--- src/source/poly_settings.svh ---
`ifndef POLY_SETTINGS_SVH
`define POLY_SETTINGS_SVH

// coefficient width in bits
`define POLY_WORD_SIZE 16

// data buffer words written by the host
`define POLY_BUFFER_SIZE 1024

// polynomial slots, index A
`define POLY_SLOTS 8

// S words reserved per slot
`define POLY_SLOT_STRIDE 11

// whole S store, slots times stride
`define POLY_S_SIZE (`POLY_SLOTS * `POLY_SLOT_STRIDE)

// degrees above this are rejected
`define POLY_MAX_DEGREE 10

// words per output fifo
`define POLY_FIFO_DEPTH 4

`endif

--- src/source/poly_pkg.sv ---
`include "poly_settings.svh"

package poly_pkg;

	// one coefficient of the data buffer or S store
	typedef logic [`POLY_WORD_SIZE-1:0] coeff_t;

	// degree N as it comes with the instruction, wide enough to hold illegal values
	typedef logic [4:0] degree_t;

	typedef logic [$clog2(`POLY_SLOTS)-1:0] slot_t;        // slot index A
	typedef logic [$clog2(`POLY_BUFFER_SIZE)-1:0] buf_addr_t; // data buffer address
	typedef logic [$clog2(`POLY_S_SIZE)-1:0] s_addr_t;     // S store address

	// result and status fifo word
	typedef logic [31:0] word_t;

	// status codes
	localparam word_t STATUS_OK = 32'd0;
	localparam word_t STATUS_BAD_DEGREE = 32'd2;
	localparam word_t STATUS_RESET = '1;   // nothing run yet

	// result codes
	localparam word_t RESULT_OK = 32'd1;
	localparam word_t RESULT_FAIL = 32'd0;

endpackage

--- src/source/out_fifo.sv ---
`timescale 1ns/1ps

module out_fifo
#(
	parameter int DEPTH = 4
)
(
	input logic clk,
	input logic rst,
	input logic push,
	input poly_pkg::word_t push_data,
	input logic pop,
	output poly_pkg::word_t pop_data,
	output logic full,
	output logic empty
);

	localparam int AW = (DEPTH > 1) ? $clog2(DEPTH) : 1;
	localparam int CW = $clog2(DEPTH + 1);

	poly_pkg::word_t mem [DEPTH];

	logic [AW-1:0] wr_ptr;
	logic [AW-1:0] rd_ptr;
	logic [CW-1:0] count;   // words held
	logic do_push;
	logic do_pop;

	assign full = count == CW'(DEPTH);
	assign empty = count == '0;
	assign do_push = push && !full;    // dropped when full
	assign do_pop = pop && !empty;     // dropped when empty

	assign pop_data = mem[rd_ptr];     // head word, no read latency

	always_ff @(posedge clk)
	begin
		if (do_push)
			mem[wr_ptr] <= push_data;
	end

	always_ff @(posedge clk or negedge rst)
	begin
		if (!rst)
		begin
			wr_ptr <= '0;
			rd_ptr <= '0;
			count <= '0;
		end
		else
		begin
			if (do_push)
				wr_ptr <= (wr_ptr == AW'(DEPTH - 1)) ? '0 : wr_ptr + 1'b1;  // wrap
			if (do_pop)
				rd_ptr <= (rd_ptr == AW'(DEPTH - 1)) ? '0 : rd_ptr + 1'b1;
			// both at once leaves the count alone
			if (do_push && !do_pop)
				count <= count + 1'b1;
			else if (do_pop && !do_push)
				count <= count - 1'b1;
		end
	end

endmodule

--- config.mk ---
export PLATFORM = sky130hd
export DESIGN_NAME = out_fifo
export DESIGN_NICKNAME = d
export VERILOG_FILES = /design/src/source/poly_pkg.sv /design/src/source/out_fifo.sv
export VERILOG_INCLUDE_DIRS = /design/src /design/src/source
export SDC_FILE = /design/constraint.sdc
export NUM_CORES = 1
export LEC_CHECK = 0
export BUFFER_PORTS_ARGS = -buffer_cell sky130_fd_sc_hd__buf_2
export CAP_MARGIN = 20
export CORE_UTILIZATION = 51
export DETAILED_ROUTE_END_ITERATION = 10
export PLACE_DENSITY_LB_ADDON = 0.25
export SLEW_MARGIN = 5
export SYNTH_ARGS = -nofsm -noshare
export SYNTH_HDL_FRONTEND = slang
export SYNTH_SLANG_ARGS = --single-unit
--- constraint.sdc ---
create_clock -name clk -period 1.9 [get_ports clk]
set_input_delay 0.38 -clock clk [delete_from_list [all_inputs] [get_ports clk]]
set_output_delay 0.38 -clock clk [all_outputs]
set_load 0.03 [all_outputs]
# Word-level counts from Yosys, hierarchy flattened
# Memories as Yosys holds them, arrays and structs flattened.
# Index checks and enable logic that the tools add are counted.
[word_totals]
reg_bits = 7
ram_bits = 128
input_bits = 36
output_inout_bits = 34
word_cells = 27
mem_count = 1
[classes]
addsub = 4
n_eq_ne = 3
muxes = 6
reduce_logical = 10
[memory_table]
columns = ["name", "depth", "width", "read_ports", "rd_clocked_by_memory_dff", "wr", "line_no", "text"]
rows = [
  ["mem", 4, 32, 1, 0, 1, "out_fifo.sv:21", "poly_pkg::word_t mem [DEPTH];"],
]
[ops]
columns = ["op", "n"]
rows = [
  ["$mux W3", 2],
  ["$add A2 B1 Y2 const B", 2],
  ["$eq A2 B2 Y1 const B", 2],
  ["$logic_and A1 B1 Y1", 4],
  ["$logic_not A1 Y1", 4],
  ["$mux W2", 2],
  ["$add A3 B1 Y3 const B", 1],
  ["$eq A3 B3 Y1 const B", 1],
  ["$logic_not A3 Y1", 1],
  ["$sub A3 B1 Y3 const B", 1],
  ["$mux W1", 2],
  ["$reduce_bool A2 Y1", 1],
]

# Longest topological paths before layout
[depth]
depth_word = 7
ltp_mapped = 9
mapped_depth_nobuf = 8

# Least setup slack after synthesis
# OpenSTA, ideal clock, no wires.
[synth_timing]
path_type = "flip-flop to flip-flop"
from = "register count[0]"
to = "register count[1]"
setup_time_ns = 0.125
arrival_ns = 2.123
t_required_ns = 1.775
slack_ns = -0.348
stages_incl_launch_ff = 8
path_buffers = 1
period_less_slack_ns = 2.248
cell_sequence = "dfrtp_1 > nor3b_2 > nor2b_1 > buf_2 > ha_1 > inv_1 > fa_1 > mux2_2"
[synth_via]
elab_chain_len = 6
elab_cells_between_ends = 15
cone_classes = "add/sub (2); eq/ne (1); mux (2); reduce/logical (10)"
[synth_rtl]
columns = ["element", "line_no", "text"]
rows = [
  ["from (decl)", "out_fifo.sv:25", "logic [CW-1:0] count;"],
  ["from (signal assigned)", "out_fifo.sv:58", "count <= count + 1'b1;"],
  ["from (signal assigned)", "out_fifo.sv:60", "count <= count - 1'b1;"],
  ["$eq A3 B3 Y1 (*)", "out_fifo.sv:29", "assign full = count == CW'(DEPTH);"],
  ["named net full", "out_fifo.sv:14", "output logic full,"],
  ["$logic_not A1 Y1 (*)", "out_fifo.sv:31", "assign do_push = push && !full;"],
  ["$logic_and A1 B1 Y1 (*)", "out_fifo.sv:31", ""],
  ["named net do_push", "out_fifo.sv:26", "logic do_push;"],
  ["$logic_not A1 Y1", "out_fifo.sv:59", "else if (do_pop && !do_push)"],
  ["$logic_and A1 B1 Y1", "out_fifo.sv:59", ""],
  ["$reduce_bool A2 Y1 (no source line)", "-", ""],
]
# Mark *: on every way through the listed nets, which the timed path passes. The rest lies on a longest branch. The select of a mux whose other input is x is not followed.
# A chain may end at the register's enable or synchronous reset.

# Worst setup path after layout
[layout_timing]
from = "register rd_ptr[0]"
to = "output port pop_data[27]"
[layout_via]
elab_chain_len = 1
[layout_rtl]
columns = ["element", "line_no", "text"]
rows = [
  ["from (decl)", "out_fifo.sv:24", "logic [AW-1:0] rd_ptr;"],
  ["from (signal assigned)", "out_fifo.sv:55", "rd_ptr <= (rd_ptr == AW'(DEPTH - 1)) ? '0 : rd_ptr + 1'b1;"],
  ["$mem_v2 Z4 W32", "-", ""],
  ["to (decl)", "out_fifo.sv:13", "output poly_pkg::word_t pop_data,"],
]
# No other way between the ends.

==> qor.yml <==
die:
  row_count: 35
  die_w_um: 101.6
  start_util_pct: 53.70
  die_area_um2: 10320
  core_area_um2: 9415
  die_h_um: 101.6
  num_io_pins: 70
critical_path:
  cp_slowest_stage_delay_ns: 0.50
  cp-end-kind: "output pin"
  worstPathCellList: "buf_4, clkbuf_16, mux4_2, buf_6"
  startpoint_type: "flop"
  cpMaxStageDelayCell: "mux4_2"
  reg2reg_depth: 8
  ff2ff_setup_slack_ns: 0.07
  regToRegEndpoint: "count[2]$_DFFE_PN0P_"
  reg2reg_from: "count[2]$_DFFE_PN0P_"
  critPathKind: "reg2out"
  timing.critical_path.required_ns: 1.52
  worst-endpoint-arrival_ns: 1.86
  worst-path-max-fanout: 4
timing:
  period_share_pct: 117.9
  tightest_slew_ns: 0.2779
  layout_setup_ws_ns: -0.3404
  fmax_mhz: 446.3
  slew_headroom_pct: 81.47
  skew_ns: 0.006394
  drv_slew: 0
  setup_viol: 32
  final_hold_viol_count: 0
  fin_crit_ns: 2.240
  rsz0062_at_grt: "true"
min_path:
  whs_path_depth: 1
  worst_hold_startpoint: "push_data[5]"
  min_to: "mem[2][5]$_DFFE_PP_"
  min_path_type: "in2reg"
yosys:
  yosys.area.top_type: "edfxtp_1"
  seq_area_frac_synth_pct: 79.49
  synthDistinctLibCells: 20
  synthArstFlopShare_pct: 5.185
  synth_area_leaders: "edfxtp_1, mux4_2, dfrtp_1"
  syn_inst: 205
  yosys_warnings: 0
  netlist_area_um2: 5056
  syn_nets: 248
  synth_most_common_cell: "edfxtp_1"
  synth_seq_cells: 135
  netlist_top_cells_count: "edfxtp_1, mux4_2, dfrtp_1"
  synth_edf_count: 128
  netlist.area_leader.share_pct: 76.02
  synth_ff_type: "edfxtp_1"
  syn_area_per_cell_um2: 24.66
outcome:
  status: "finished with violations"
  violations: "negative setup slack"
power_and_ir_drop:
  vdd_ir_drop_max_uv: 919.5
  power_density_nw_per_um2: 1801
  p_leak_nw: 2.397
finish:
  diodes: 0
  syn2layout_area_growth_pct: 32.57
  fin_cells: 454
  multi_input_area_um2: 1018
  drive_gt1_share_pct: 54.77
  stdcell_area_um2: 6703
  fill_cells: 571
  num-nets-final: 355
  seqCellArea_um2: 4024
global_routing:
  grt_pass1_vias: 2529
  grt_max_degree: 24
  antenna_found_initial: 1
  grt_usage_pct: 18.49
  grt_pass1_wl_um: 13200
  overflow: 0
drt:
  final_antenna_net_count: 0
  first_pass_iters: 4
  post_drt_wl_per_cell_um: 19.24
  via_per_inst: 5.337
  routed_wl_um: 8733
  first_iter_violations: 113
  vias: 2423
  drcViolationCount: 0
placed_design:
  dp_hpwl_um: 5077
  placed_cell_area_um2: 5757
  port_buffers: 69
  place_ws_ns: -0.04111
  gp_congestion: 0.6687
  place_inst: 411
clocking:
  cts_tree: "built"
  cts_sinks: 135
  cts-htree-levels: 4
  cts_buffers: 17
  cts.clk_slew.worst_paths_ns: 0.06
  cts_buffer_depth: 2
  cts_root_buf: "clkbuf_8"
  clkLatencyLatePin_ns: 0.50
flow_run:
  drv_cap: 0
-- per-stage QoR --
step / hold slack, ns / utilization (%) / power (mW) / TNS [ns]
after floorplan: 0.08441 / - / 6.813 / -0.1794
after global placement: 0.2247 / 61.14 / 7.938 / 0
after detailed placement: 0.2234 / 61.14 / 8.025 / -0.04111
after CTS: 0.06147 / 70.14 / 11.97 / -10.49
after global routing: 0.06354 / 71.19 / 12.59 / -12.13
final: 0.08568 / 71.19 / 12.07 / -9.682
-- kinds of logic (layout without fill, tap and decap cells) --
group,count (synthesis),count (layout),synth area share (%)
DFF,135,135,79.49
AOI/OAI and AO/OA,2,2,0.3960
buffers and inverters,12,132,1.213
adders and majority gates,7,7,1.881
and+or+nand+nor,10,10,1.213
muxes,36,36,15.29
xor gates and xnor gates,3,3,0.5198
-- sequential cells by signal, indices dropped and copies added (netlist names) --
register  cells
count         3
mem         128
rd_ptr        2
wr_ptr        2
-- critical path, delay by kind of cell (launching register included) --
kind,cells,cell delay (ns)
buffers and inverters,3,0.47
muxes,1,0.50
DFF,1,0.38
-- cells in the final DEF (no fill, tap or decap), types with 4 or more instances in the layout --
cell type	instances
edfxtp_1	128
ha_1	5
buf_12	7
clkinvlp_4	4
clkbuf_16	19
buf_6	28
buf_2	40
dfrtp_2	4
mux4_2	32
and2_2	4
buf_4	17
-- area by class of cell --
type	count	area share (%)
sequential	135	60.03
inverter	3	0.1680
timing repair buffer	97	13.37
clock inverter	14	2.595
tap	129	2.408
multi-input combinational	58	15.20
clock buffer	18	6.235
-- how the worst max path moves through the flow --
stage,from,end,slack (ns)
after global routing,rd_ptr[0]$_DFFE_PN0P_,pop_data[22],-0.41
after CTS,rd_ptr[0]$_DFFE_PN0P_,pop_data[21],-0.36
final,rd_ptr[0]$_DFFE_PN0P_,pop_data[27],-0.34
after floorplan,count[1]$_DFFE_PN0P_,count[1]$_DFFE_PN0P_,-0.16
after detailed placement,count[2]$_DFFE_PN0P_,count[2]$_DFFE_PN0P_,-0.04
after global placement,count[2]$_DFFE_PN0P_,count[2]$_DFFE_PN0P_,0.05
-- power breakdown --
group          internal [mW]  switching, mW  leakage (nW)
Clock                   2.01           1.21         0.278
Combinational           2.30           2.40         0.868
Sequential              3.95          0.206          1.25
-- layer usage --
layer	vias to the layer above	global-route usage, %	routed length (um)
li1	1082	-	-
met1	1260	22.46	3590
met2	74	30.46	4680
met3	7	5.590	375
met4	0	8.919	87
met5	-	0	0
-- what timing repair did --
item                                    in CTS  in global routing
hold buffers                                 1                  0
resized for setup                           59                  5
buffers inserted                             4                  2
endpoints found under the setup margin      34                 36
cloned                                       1                  3
endpoints found under the hold margin        7                  0
pin swaps                                    0                  3
(Power assumes the default switching activity.)
